<file path="config.mk">
export PLATFORM = sky130hd
export DESIGN_NAME = fetch_skid_flat
export DESIGN_NICKNAME = d
export VERILOG_FILES = /design/src/fetch_pkg.sv /design/src/fetch_if.sv /design/src/fetch_skid.sv /design/src/flat_wrapper.sv
export SDC_FILE = /design/constraint.sdc
export NUM_CORES = 1
export LEC_CHECK = 0
export BUFFER_PORTS_ARGS = -buffer_cell sky130_fd_sc_hd__buf_2
export CAP_MARGIN = 25
export CELL_PAD_IN_SITES_DETAIL_PLACEMENT = 1
export CELL_PAD_IN_SITES_GLOBAL_PLACEMENT = 1
export CORE_ASPECT_RATIO = 0.5
export CORE_MARGIN = 2
export CORE_UTILIZATION = 43
export DETAILED_ROUTE_END_ITERATION = 12
export PLACE_DENSITY = 0.87
export RECOVER_POWER = 25
export SYNTH_ARGS = -nofsm -noshare
export SYNTH_HDL_FRONTEND = slang
export SYNTH_SLANG_ARGS = --single-unit
</file>
<file path="constraint.sdc">
create_clock -name clk -period 4.7 [get_ports clk]
set_input_delay 0.47 -clock clk [delete_from_list [all_inputs] [get_ports clk]]
set_output_delay 0.47 -clock clk [all_outputs]
set_load 0.01 [all_outputs]
</file>
<file path="src/fetch_pkg.sv">
// shared widths, reset address and the fetch-to-decode payload type
// imported by every RTL block of the instruction-fetch subsystem
`default_nettype none

package fetch_pkg;

    // data and address width
    localparam int xlen = 32;

    // first address fetched after reset
    localparam logic [xlen-1:0] reset_pc = '0;

    // instruction memory size in 32-bit words
    localparam int imem_depth = 256;

    // word address width, byte address bits 9..2 select the word
    localparam int imem_aw = 8;

    // payload handed from fetch to decode
    typedef struct packed {
        logic [xlen-1:0] pc;
        logic [xlen-1:0] ir;
    } fetch_t;

endpackage

`default_nettype wire
</file>
<file path="src/fetch_if.sv">
// valid/ready channel carrying one fetched pc/instruction pair
`timescale 1ns/100ps
`default_nettype none

interface fetch_if;
    import fetch_pkg::*;

    fetch_t payload;
    logic   vld;
    logic   rdy;

    modport src (
        output payload,
        output vld,
        input  rdy
    );

    modport dst (
        input  payload,
        input  vld,
        output rdy
    );

endinterface

`default_nettype wire

</file>
<file path="src/fetch_skid.sv">
// two-entry skid buffer toward decode, payload type is a parameter
// written by a strobe, drained by vld/rdy, emptied at once by flush
`timescale 1ns/100ps
`default_nettype none

module fetch_skid #(
    parameter type payload_t = fetch_pkg::fetch_t
) (
    input  logic     clk,
    input  logic     rst,
    input  logic     wr_en,
    input  payload_t wr_data,
    input  logic     flush,
    output logic     room_freed,
    fetch_if.src     out
);

    payload_t   buf_q [2];
    logic       wr_ptr_q;
    logic       rd_ptr_q;
    logic [1:0] count_q;
    logic       push;
    logic       pop;

    // head entry straight from the storage registers
    assign out.vld     = (count_q != 2'd0);
    assign out.payload = buf_q[rd_ptr_q];

    // a transfer in a flush cycle is not delivered
    assign pop        = out.vld & out.rdy & ~flush;
    assign push       = wr_en & ~flush;
    assign room_freed = pop;

    always_ff @(posedge clk) begin
        if (push) begin
            buf_q[wr_ptr_q] <= wr_data;
        end
    end

    always_ff @(posedge clk) begin
        if (rst) begin
            wr_ptr_q <= 1'b0;
            rd_ptr_q <= 1'b0;
            count_q  <= 2'd0;
        end else if (flush) begin
            wr_ptr_q <= 1'b0;
            rd_ptr_q <= 1'b0;
            count_q  <= 2'd0;
        end else begin
            if (push) begin
                wr_ptr_q <= ~wr_ptr_q;
            end
            if (pop) begin
                rd_ptr_q <= ~rd_ptr_q;
            end
            case ({push, pop})
                2'b10:   count_q <= count_q + 2'd1;
                2'b01:   count_q <= count_q - 2'd1;
                default: count_q <= count_q;
            endcase
        end
    end

endmodule

`default_nettype wire

</file>
<file path="src/flat_wrapper.sv">
// flat-port wrapper written by rule: the top's interface ports become plain ports
module fetch_skid_flat 
#(
    parameter type payload_t = fetch_pkg::fetch_t
)
  (clk, rst, wr_en, wr_data, flush, room_freed, out_payload, out_vld, out_rdy);
  fetch_if out_i ();
  input  logic clk;
  input  logic rst;
  input  logic wr_en;
  input  payload_t wr_data;
  input  logic flush;
  output logic room_freed;
  output wire logic [$bits(out_i.payload)-1:0] out_payload;
  output wire logic [$bits(out_i.vld)-1:0] out_vld;
  input wire logic [$bits(out_i.rdy)-1:0] out_rdy;
  assign out_payload = out_i.payload;
  assign out_vld = out_i.vld;
  assign out_i.rdy = out_rdy;
  fetch_skid #(.payload_t(payload_t)) u_core (.clk(clk), .rst(rst), .wr_en(wr_en), .wr_data(wr_data), .flush(flush), .room_freed(room_freed), .out(out_i));
endmodule
</file>
==> run_results.csv <==
group,metric,value,unit
sta,slew_violations,0,
placed_design,port_buffers,134,
global_route,grt_pass1_wl,15.36,mm
placed_design,hpwl,6.345,mm
synth,ys_seq_area_share,81.85,%
route,via_count,2625,
power,p_leak,0.002283,uW
die,start_util,44.02,%
placed_design,place_inst,498,
layout,final_layout_size_suffix_gt1_share,57.77,%
synth,synth_area_leaders,"edfxtp_1 80%, mux2_2 15%, dfxtp_1 2.1%",
cts,clk_pin_slew,60,ps
synth,syn_nets,293,
synth,synth_cell_types,15,
synth,syn_area,4818,um2
sta,post-route-period-util,53.98,%
synth,synth.largest_area_cell,"edfxtp_1",
cts,htreeDepth,4,
sta,worst_slew_pin_slew,870.2,ps
global_route,grt-ovfl-total,0,
sta,skew,6.544,ps
cts,ctsResizeCount,0,
die,die-area,12120,um2
layout,nNetsFinal,443,
sta,fin_crit,2537,ps
placed_design,dp_slack,2147,ps
cts,postCtsSetupRepairBufs,0,
sta,hold_viol,0,
route,drc_errors,0,
layout,fin_cells,531,
global_route,antenna_found_initial,0,
global_route,grt_max_degree,65,
route,ant_nets,0,
synth,ys_ff_latch,133,
die,dieWidth,153.7,um
critical_path,critPathLaunchType,"flip-flop",
cts,cts_tree,"yes",
critical_path,critical_path_class,"reg2out",
critical_path,end_kind,"output port",
layout,diodes,0,
cts,clock_tree.root_cell,"clkbuf_16",
flow_run,timing.max_cap.violations,0,
die,coreArea,10950,um2
min_path,holdCritPathClass,"in2reg",
sta,clock.fmax,394.1,MHz
die,num_io_pins,135,
outcome,status,"finished clean",
sta,setup_viol,0,
cts,numCtsBuffers,17,
power,max-vdd-ir-drop,274.8,uV
layout,nFillCells,1048,
cts,hold_buffers,0,
route,wire_per_inst,18.76,um
global_route,grt_use_total,17.05,%
route,dr.pass1.iters,4,
die,die_y,78.85,um
synth,yosysWarnings,0,
sta,rsz0062_at_grt,"false",
global_route,grt_pass1_vias,2915,
critical_path,crit_required,4230,ps
synth,syn-instance-count,223,
placed_design,gp_congestion,0.7402,
sta,setup_tns,0,ps
route,initialDrtViolationCount,92,
die,rows,27,
synth,avgSynthCellArea,21.61,um2
cts,insertion_delay,400,ps
critical_path,critical_path.max_fanout,35,
critical_path,reg2reg_slack,2900,ps
cts,cts.sink_count,133,
power,power_density,447.8,nW/um2
sta,slew_headroom,41.99,%
route,drt-total-wl,9.960,mm
synth,yosysTopAreaCellShare,79.77,%
route,vias_per_cell,4.944,
layout,synthToLayoutAreaGrowth,30.33,%
cts,clock_path_buffers,2,
sta,hold_slack,248.3,ps
critical_path,arrival,2070,ps
sta,timing.final.ws_setup,2163,ps
==> per-layer routing <==
metal	vias to the layer above	track usage (%)	part of all wire [%]
met5	-	0	0
li1	1186	-	-
met4	0	7.982	3.0
met1	1344	18.13	39
met2	69	32.09	55
met3	26	4.531	3.5
==> registers in the layout (all words and copies together), names as in the netlist, named ones only <==
register         cells
u_core.buf_q       128
u_core.count_q       2
u_core.rd_ptr_q      1
u_core.wr_ptr_q      1
==> where the power goes <==
part | internal, uW | switching [uW] | total (uW)
clock | 836 | 495 | 1330
sequential | 1340 | 9.50 | 1350
combinational | 60.1 | 71.6 | 132
==> logic make-up after synthesis <==
kind of cell    after synthesis  share of synthesized area, %
flops                       133                         81.85
mux                          64                         14.96
simple gates                 10                         1.039
buf+inv                       8                        0.8048
xor+xnor                      4                        0.7272
compound gates                3                        0.3636
fa+ha+maj                     1                        0.2596
==> path summary, 6_finish.rpt <==
| kind | depth (start not counted) | start | endpoint |
|---|---|---|---|
| worst max-delay path | 4 | flip-flop | out_payload[24] |
| worst min-delay path | 1 | wr_data[56] | u_core.buf_q[1][56]$_DFFE_PP_ |
| worst max register to register | 5 | u_core.count_q[0]$_SDFFE_PP0P_ | u_core.count_q[1]$_SDFFE_PP0P_ |
| worst min register to register | 2 | u_core.count_q[1]$_SDFFE_PP0P_ | u_core.count_q[1]$_SDFFE_PP0P_ |
==> final cells by class <==
| cell class | instances | area (um2) | share of cell area (%) |
|---|---|---|---|
| Sequential cell | 133 | 3945 | 62.82 |
| Clock inverter | 15 | 178.9 | 2.849 |
| Clock buffer | 17 | 425.4 | 6.774 |
| Timing Repair Buffer | 138 | 694.4 | 11.06 |
| Multi-Input combinational cell | 82 | 850.8 | 13.55 |
| Inverter | 1 | 3.754 | 0.05977 |
| Tap cell | 145 | 181.4 | 2.889 |
==> stage by stage <==
step	total power, uW	area (um2)	utilization [%]
floorplan	1432	4818	-
global placement	1500	5674	51.84
detailed placement	1508	5674	51.84
CTS	2848	6279	57.36
global route	2900	6280	57.37
finish	2812	6280	57.37
==> layout by cell type (no fill, tap or decap), types with 2 or more instances in the layout <==
| cell type | count |
|---|---|
| buf_2 | 119 |
| buf_4 | 3 |
| bufinv_16 | 3 |
| clkbuf_1 | 15 |
| clkbuf_16 | 17 |
| clkinv_2 | 3 |
| clkinv_4 | 3 |
| clkinvlp_4 | 4 |
| dfxtp_1 | 4 |
| edfxtp_1 | 128 |
| inv_6 | 2 |
| mux2_2 | 64 |
| nor2_4 | 2 |
| nor3_1 | 4 |
| o21ai_0 | 2 |
| xnor2_1 | 2 |
| xor2_1 | 2 |
==> cells in the mapped netlist, drive strengths merged <==
cell type and instances:
dfxtp 5, mux2 64, or3 1, inv 1, nand2b 1, ha 1
or2 1, xnor2 2, a211oi 1, edfxtp 128, buf 7, nor3 4
nor2 3, o21ai 2, xor2 2
==> worst max-delay path, cell delays in order (launching register included) <==
cell and delay [ps]:
dfxtp_2 480, buf_12 270, buf_4 360, mux2_2 390, buf_2 150
No activity file was read; power rests on OpenSTA's default activity.
