--- src/fetch_pkg.sv ---
// shared widths, reset address and the fetch-to-decode payload type
// imported by every RTL block of the instruction-fetch subsystem
`default_nettype none

package fetch_pkg;

    // data and address width
    localparam int xlen = 32;

    // first address fetched after reset
    localparam logic [xlen-1:0] reset_pc = '0;

    // instruction memory size in 32-bit words
    localparam int imem_depth = 256;

    // word address width, byte address bits 9..2 select the word
    localparam int imem_aw = 8;

    // payload handed from fetch to decode
    typedef struct packed {
        logic [xlen-1:0] pc;
        logic [xlen-1:0] ir;
    } fetch_t;

endpackage

`default_nettype wire
--- src/imem_if.sv ---
// request/grant port between the fetch unit and the instruction memory
// fetch issues req/addr, memory answers with gnt and a one-cycle rvalid/rdata
`timescale 1ns/100ps
`default_nettype none

interface imem_if;
    import fetch_pkg::*;

    logic            req;
    logic            gnt;
    logic [xlen-1:0] addr;
    logic            rvalid;
    logic [xlen-1:0] rdata;

    // requester side
    modport fetch (
        output req,
        output addr,
        input  gnt,
        input  rvalid,
        input  rdata
    );

    // responder side
    modport mem (
        input  req,
        input  addr,
        output gnt,
        output rvalid,
        output rdata
    );

endinterface

`default_nettype wire

--- src/fetch_unit.sv ---
// program counter and request issue toward instruction memory
// at most two credits cover requests in flight and buffered entries
`timescale 1ns/100ps
`default_nettype none

module fetch_unit (
    input  logic                       clk,
    input  logic                       rst,
    input  logic                       branch,
    input  logic [fetch_pkg::xlen-1:0] branch_target,
    imem_if.fetch                      mem,
    output logic                       wr_en,
    output fetch_pkg::fetch_t          wr_data,
    input  logic                       room_freed,
    output logic                       flush
);
    import fetch_pkg::*;

    logic            run_q;
    logic [xlen-1:0] pc_q;
    logic [1:0]      credit_q;
    logic [1:0]      credit_d;
    logic            accept;
    logic            drop;

    // pcs of outstanding requests in issue order
    logic [xlen-1:0] pend_pc_q    [2];
    logic            pend_stale_q [2];
    logic            pend_wr_q;
    logic            pend_rd_q;
    logic [1:0]      pend_cnt_q;

    // a credit freed this cycle may be reused at once to keep one fetch per cycle
    assign mem.req  = run_q & ((credit_q < 2'd2) | room_freed);
    assign mem.addr = pc_q;
    assign accept   = mem.req & mem.gnt;

    assign flush = branch;

    // a response arriving in the branch cycle is stale as well
    assign drop    = mem.rvalid & (pend_stale_q[pend_rd_q] | branch);
    assign wr_en   = mem.rvalid & ~drop;
    assign wr_data = '{pc: pend_pc_q[pend_rd_q], ir: mem.rdata};

    always_comb begin
        if (branch) begin
            // the buffer is flushed so only requests still to respond hold credit
            credit_d = pend_cnt_q + {1'b0, accept} - {1'b0, mem.rvalid};
        end else begin
            credit_d = credit_q + {1'b0, accept} - {1'b0, room_freed} - {1'b0, drop};
        end
    end

    always_ff @(posedge clk) begin
        if (rst) begin
            run_q      <= 1'b0;
            pc_q       <= reset_pc;
            credit_q   <= 2'd0;
            pend_wr_q  <= 1'b0;
            pend_rd_q  <= 1'b0;
            pend_cnt_q <= 2'd0;
        end else begin
            // first request goes out once reset is gone
            run_q      <= 1'b1;
            credit_q   <= credit_d;
            pend_cnt_q <= pend_cnt_q + {1'b0, accept} - {1'b0, mem.rvalid};

            if (branch) begin
                // low target bits are ignored
                pc_q <= {branch_target[xlen-1:2], 2'b00};
            end else if (accept) begin
                pc_q <= pc_q + xlen'(4);
            end

            if (accept) begin
                pend_wr_q <= ~pend_wr_q;
            end
            if (mem.rvalid) begin
                pend_rd_q <= ~pend_rd_q;
            end
        end
    end

    // each accepted request keeps its pc and whether a redirect made it stale
    always_ff @(posedge clk) begin
        if (accept) begin
            pend_pc_q[pend_wr_q]    <= pc_q;
            pend_stale_q[pend_wr_q] <= branch;
        end
    end

endmodule

`default_nettype wire

--- src/flat_wrapper.sv ---
// flat-port wrapper written by rule: the top's interface ports become plain ports
module fetch_unit_flat import fetch_pkg::*;
  (clk, rst, branch, branch_target, wr_en, wr_data, room_freed, flush, mem_req, mem_addr, mem_gnt, mem_rvalid, mem_rdata);
  imem_if mem_i ();
  input  logic clk;
  input  logic rst;
  input  logic branch;
  input  logic [fetch_pkg::xlen-1:0] branch_target;
  output logic wr_en;
  output fetch_pkg::fetch_t wr_data;
  input  logic room_freed;
  output logic flush;
  output wire logic [$bits(mem_i.req)-1:0] mem_req;
  output wire logic [$bits(mem_i.addr)-1:0] mem_addr;
  input wire logic [$bits(mem_i.gnt)-1:0] mem_gnt;
  input wire logic [$bits(mem_i.rvalid)-1:0] mem_rvalid;
  input wire logic [$bits(mem_i.rdata)-1:0] mem_rdata;
  assign mem_req = mem_i.req;
  assign mem_addr = mem_i.addr;
  assign mem_i.gnt = mem_gnt;
  assign mem_i.rvalid = mem_rvalid;
  assign mem_i.rdata = mem_rdata;
  fetch_unit u_core (.clk(clk), .rst(rst), .branch(branch), .branch_target(branch_target), .mem(mem_i), .wr_en(wr_en), .wr_data(wr_data), .room_freed(room_freed), .flush(flush));
endmodule
--- config.mk ---
export PLATFORM = sky130hd
export DESIGN_NAME = fetch_unit_flat
export DESIGN_NICKNAME = d
export VERILOG_FILES = /design/src/fetch_pkg.sv /design/src/imem_if.sv /design/src/fetch_unit.sv /design/src/flat_wrapper.sv
export SDC_FILE = /design/constraint.sdc
export NUM_CORES = 1
export LEC_CHECK = 0
export BUFFER_PORTS_ARGS = -buffer_cell sky130_fd_sc_hd__buf_2
export CORE_ASPECT_RATIO = 0.6
export CORE_MARGIN = 5
export CORE_UTILIZATION = 50
export DETAILED_ROUTE_END_ITERATION = 6
export HOLD_SLACK_MARGIN = 0.05
export PLACE_DENSITY = 0.8
export SYNTH_ARGS = -nofsm -noshare
export SYNTH_HDL_FRONTEND = slang
export SYNTH_SLANG_ARGS = --single-unit
--- constraint.sdc ---
create_clock -name clk -period 7.4 [get_ports clk]
set_clock_uncertainty 0.2 [all_clocks]
set_input_delay 1.48 -clock clk [delete_from_list [all_inputs] [get_ports clk]]
set_output_delay 1.48 -clock clk [all_outputs]
set_load 0.005 [all_outputs]
==> metrics <==
status complete, no violations; GR Overflow Total 0; R2R depth 9; Starting Density 0.515; Synth cell types 53; peak supply drop 0.137 mV; # hold bufs at CTS 0; initial antenna violation count 1; Ports 169; HP Start u_core.pend_rd_q$_SDFFE_PP0P_; Root Buffer clkbuf_16; Seq/Total Area, Yosys 0.552; PostCTS Resize Cnt 0; final hold vios 0; Die Ht 85.5 um; largest net degree at the start of global routing 51; chip width 136 um; initial drt markers 403; Reg2Reg Setup Slack 4480 ps; Data arrival, critical path 2330 ps; clock net sink count 100; setup TNS 0 ps; CTS Buffer Depth 2; number of synthesized flops with an enable pin 62; Worst-Margin Slew 1010 ps; FFs w/ async S/R, synth 0; Clock transition at path regs 60 ps; Crit. End Element output port; GRT Resource Usage Total 0.199; via/cell ratio 5.88; vias in the first global route 3502; Post-route DRC 0; cell area after synthesis 4750 um2; Reg-to-Reg End u_core.credit_q[1]$_SDFF_PP0_; #FFs+latches synth 100; Non-Filler Instances 599; Routed Wire Length 11.2 mm; Die ar. 11600 um2; RSZ-0062 raised after global routing no; Synth-to-Final Area Change 12.9%; worst reg2reg startpoint u_core.run_q$_DFF_P_; fraction of layout cells with a size suffix above 1 0.333; ant diodes 0; required time of the critical path 5720 ps; Post-Synthesis Cells 407; residual antenna-violating net count after detailed routing 0; CP max-delay cell nand2b_1; placed insts 583; critical path type input pin to output port; DPL Wire Length 7.73 mm; Worst Hold Depth 2; crit share post-route 0.541; CTS tree done; max-slew violation count 0; minimum clock period 4010 ps; final RePlAce weighted congestion 0.859; ys flop type edfxtp_1; global-route wire length before repair 18.0 mm; crit path cell chain buf_2 > nand2b_1 > and2_1 > buf_2; H-tree depth 3; Routed wire per std cell 18.8 um; iteration count of the initial detailed-routing pass 5; crit start category input pin; setup violators final 0; post-CTS setup buffers 0; highest clock rate 250 MHz; row count 27; worst hold path type flop to flop; I/O Buffers 98; Max-slew headroom 0.326; leakage power total 1.97 nW; Nets 539; Clk Latency, worst-skew pair 340 ps; CTS buffer count 9; detailed-route via count 3522; Crit path largest cell delay 310 ps; P per Cell Area 233 nW/um2; yosys warns 0; Mapped Avg Cell Area 11.7 um2; Max Cap Viol 0; crit path max fanout 11; Crit path top cell by count buf_2; CORE AREA 9220 um2
## synth_stat cells, types with 2 or more instances
cell type | instances | area [um2]
o211ai_1 | 4 | 30.0
or3_2 | 2 | 15.0
xor2_1 | 5 | 43.8
dfxtp_1 | 38 | 761
o21ai_0 | 9 | 45.0
nand2_1 | 20 | 75.1
a2111oi_0 | 2 | 17.5
buf_4 | 37 | 278
ha_1 | 4 | 50.1
edfxtp_1 | 62 | 1860
or2_2 | 3 | 18.8
clkbuf_1 | 11 | 41.3
o221ai_1 | 4 | 35.0
xnor2_1 | 6 | 52.6
nand4_1 | 12 | 75.1
nor2b_1 | 3 | 18.8
o311ai_0 | 2 | 17.5
buf_2 | 2 | 10.0
a211oi_1 | 7 | 52.6
inv_1 | 11 | 41.3
or3_1 | 9 | 56.3
a31oi_1 | 6 | 37.5
mux2_2 | 30 | 338
and3_1 | 3 | 18.8
buf_1 | 7 | 26.3
a311oi_1 | 13 | 114
and2_1 | 12 | 75.1
nor2_1 | 28 | 105
a221oi_1 | 2 | 17.5
nor4_1 | 6 | 37.5
o31a_1 | 2 | 17.5
o31ai_1 | 5 | 37.5
nand2b_1 | 3 | 18.8
or4_1 | 9 | 67.6
mux2i_1 | 2 | 20.0
nand3_1 | 9 | 45.0
## critical path, delay by kind of cell
| family | cells | cell delay (ps) |
|---|---|---|
| simple gates | 2 | 590 |
| buf+inv | 2 | 250 |
## sequential cells by signal, summed over array words and instances, names as in the netlist, named ones only
signal / cells
u_core.pend_pc_q: 60
u_core.mem.addr: 30
u_core.credit_q: 2
u_core.pend_cnt_q: 2
u_core.pend_stale_q: 2
u_core.pend_rd_q: 1
u_core.pend_wr_q: 1
u_core.run_q: 1
## where the power goes
group | leakage (nW) | internal, mW | switching [mW]
registers | 0.893 | 0.629 | 0.0307
clock network | 0.134 | 0.245 | 0.194
logic | 0.947 | 0.0710 | 0.0779
total | 1.97 | 0.945 | 0.303
## layout by cell type (no fill, tap or decap), types with 2 or more instances in the layout
| cell type | n |
|---|---|
| nor2_1 | 27 |
| nand4_1 | 12 |
| edfxtp_1 | 62 |
| o211ai_1 | 4 |
| or4_1 | 9 |
| or2_2 | 3 |
| inv_1 | 11 |
| a2111oi_0 | 2 |
| and2_1 | 12 |
| a311oi_1 | 13 |
| conb_1 | 4 |
| o31ai_1 | 5 |
| o221ai_1 | 4 |
| a211oi_1 | 7 |
| clkinv_1 | 2 |
| dfxtp_1 | 38 |
| nand3_1 | 9 |
| mux2_2 | 30 |
| or3_1 | 9 |
| o21ai_0 | 9 |
| mux2i_1 | 2 |
| o31a_1 | 2 |
| nor4_1 | 6 |
| buf_2 | 98 |
| clkbuf_8 | 2 |
| xor2_1 | 5 |
| nand2b_1 | 3 |
| o311ai_0 | 2 |
| buf_4 | 4 |
| nor2b_1 | 3 |
| clkbuf_16 | 9 |
| and3_1 | 3 |
| or3_2 | 2 |
| nand2_1 | 20 |
| ha_1 | 4 |
| xnor2_1 | 6 |
| a221oi_1 | 2 |
| a31oi_1 | 6 |
## area by class of cell
class / count / area (um2)
fillers: 755 / 3860
flip-flops and latches: 100 / 2620
multi-input cells: 240 / 1730
repair buffers: 102 / 520
clock buffers: 12 / 256
well taps: 130 / 163
inverters: 11 / 41.3
clock inverters: 4 / 23.8
## worst max path at each step
stage | depth (start not counted) | endpoint | slack, ps | startpoint
floorplan | 5 | u_core.pend_pc_q[0][10]$_DFFE_PP_ | 3280 | mem_gnt
global placement | 10 | u_core.credit_q[1]$_SDFF_PP0_ | 3240 | room_freed
detailed placement | 10 | u_core.credit_q[1]$_SDFF_PP0_ | 3200 | room_freed
CTS | 4 | mem_req | 3400 | room_freed
global route | 4 | mem_req | 3340 | room_freed
finish | 4 | mem_req | 3390 | room_freed
## logic make-up (layout without fill, tap and decap cells)
family | after synthesis | after routing | synth area share
and+or+nand+nor | 126 | 126 | 0.147
xor gates and xnor gates | 11 | 11 | 0.0203
buffers and inverters | 70 | 129 | 0.0870
DFF | 100 | 100 | 0.552
AOI/OAI and AO/OA | 62 | 62 | 0.102
muxes | 32 | 32 | 0.0754
other | 1 | 4 | 0.000790
adders and majority gates | 5 | 5 | 0.0148
## stage by stage
step | area (um2) | power, mW | setup WS (ps) | util | hold WS (ps)
finish | 5360 | 1.25 | 3390 | 0.581 | 326
global route | 5360 | 1.30 | 3340 | 0.581 | 354
detailed placement | 5080 | 0.821 | 3200 | 0.551 | 315
floorplan | 4760 | 0.768 | 3280 | - | 280
global placement | 5080 | 0.813 | 3240 | 0.551 | 297
CTS | 5360 | 1.26 | 3400 | 0.581 | 332
## per-layer routing
layer	wire, um	vias to the layer above	GRT usage
li1	-	1622	-
met1	4940	1671	0.280
met2	4920	183	0.289
met3	1140	44	0.0687
met4	232	2	0.0659
met5	7	-	0
No activity file was read; power rests on OpenSTA's default activity.
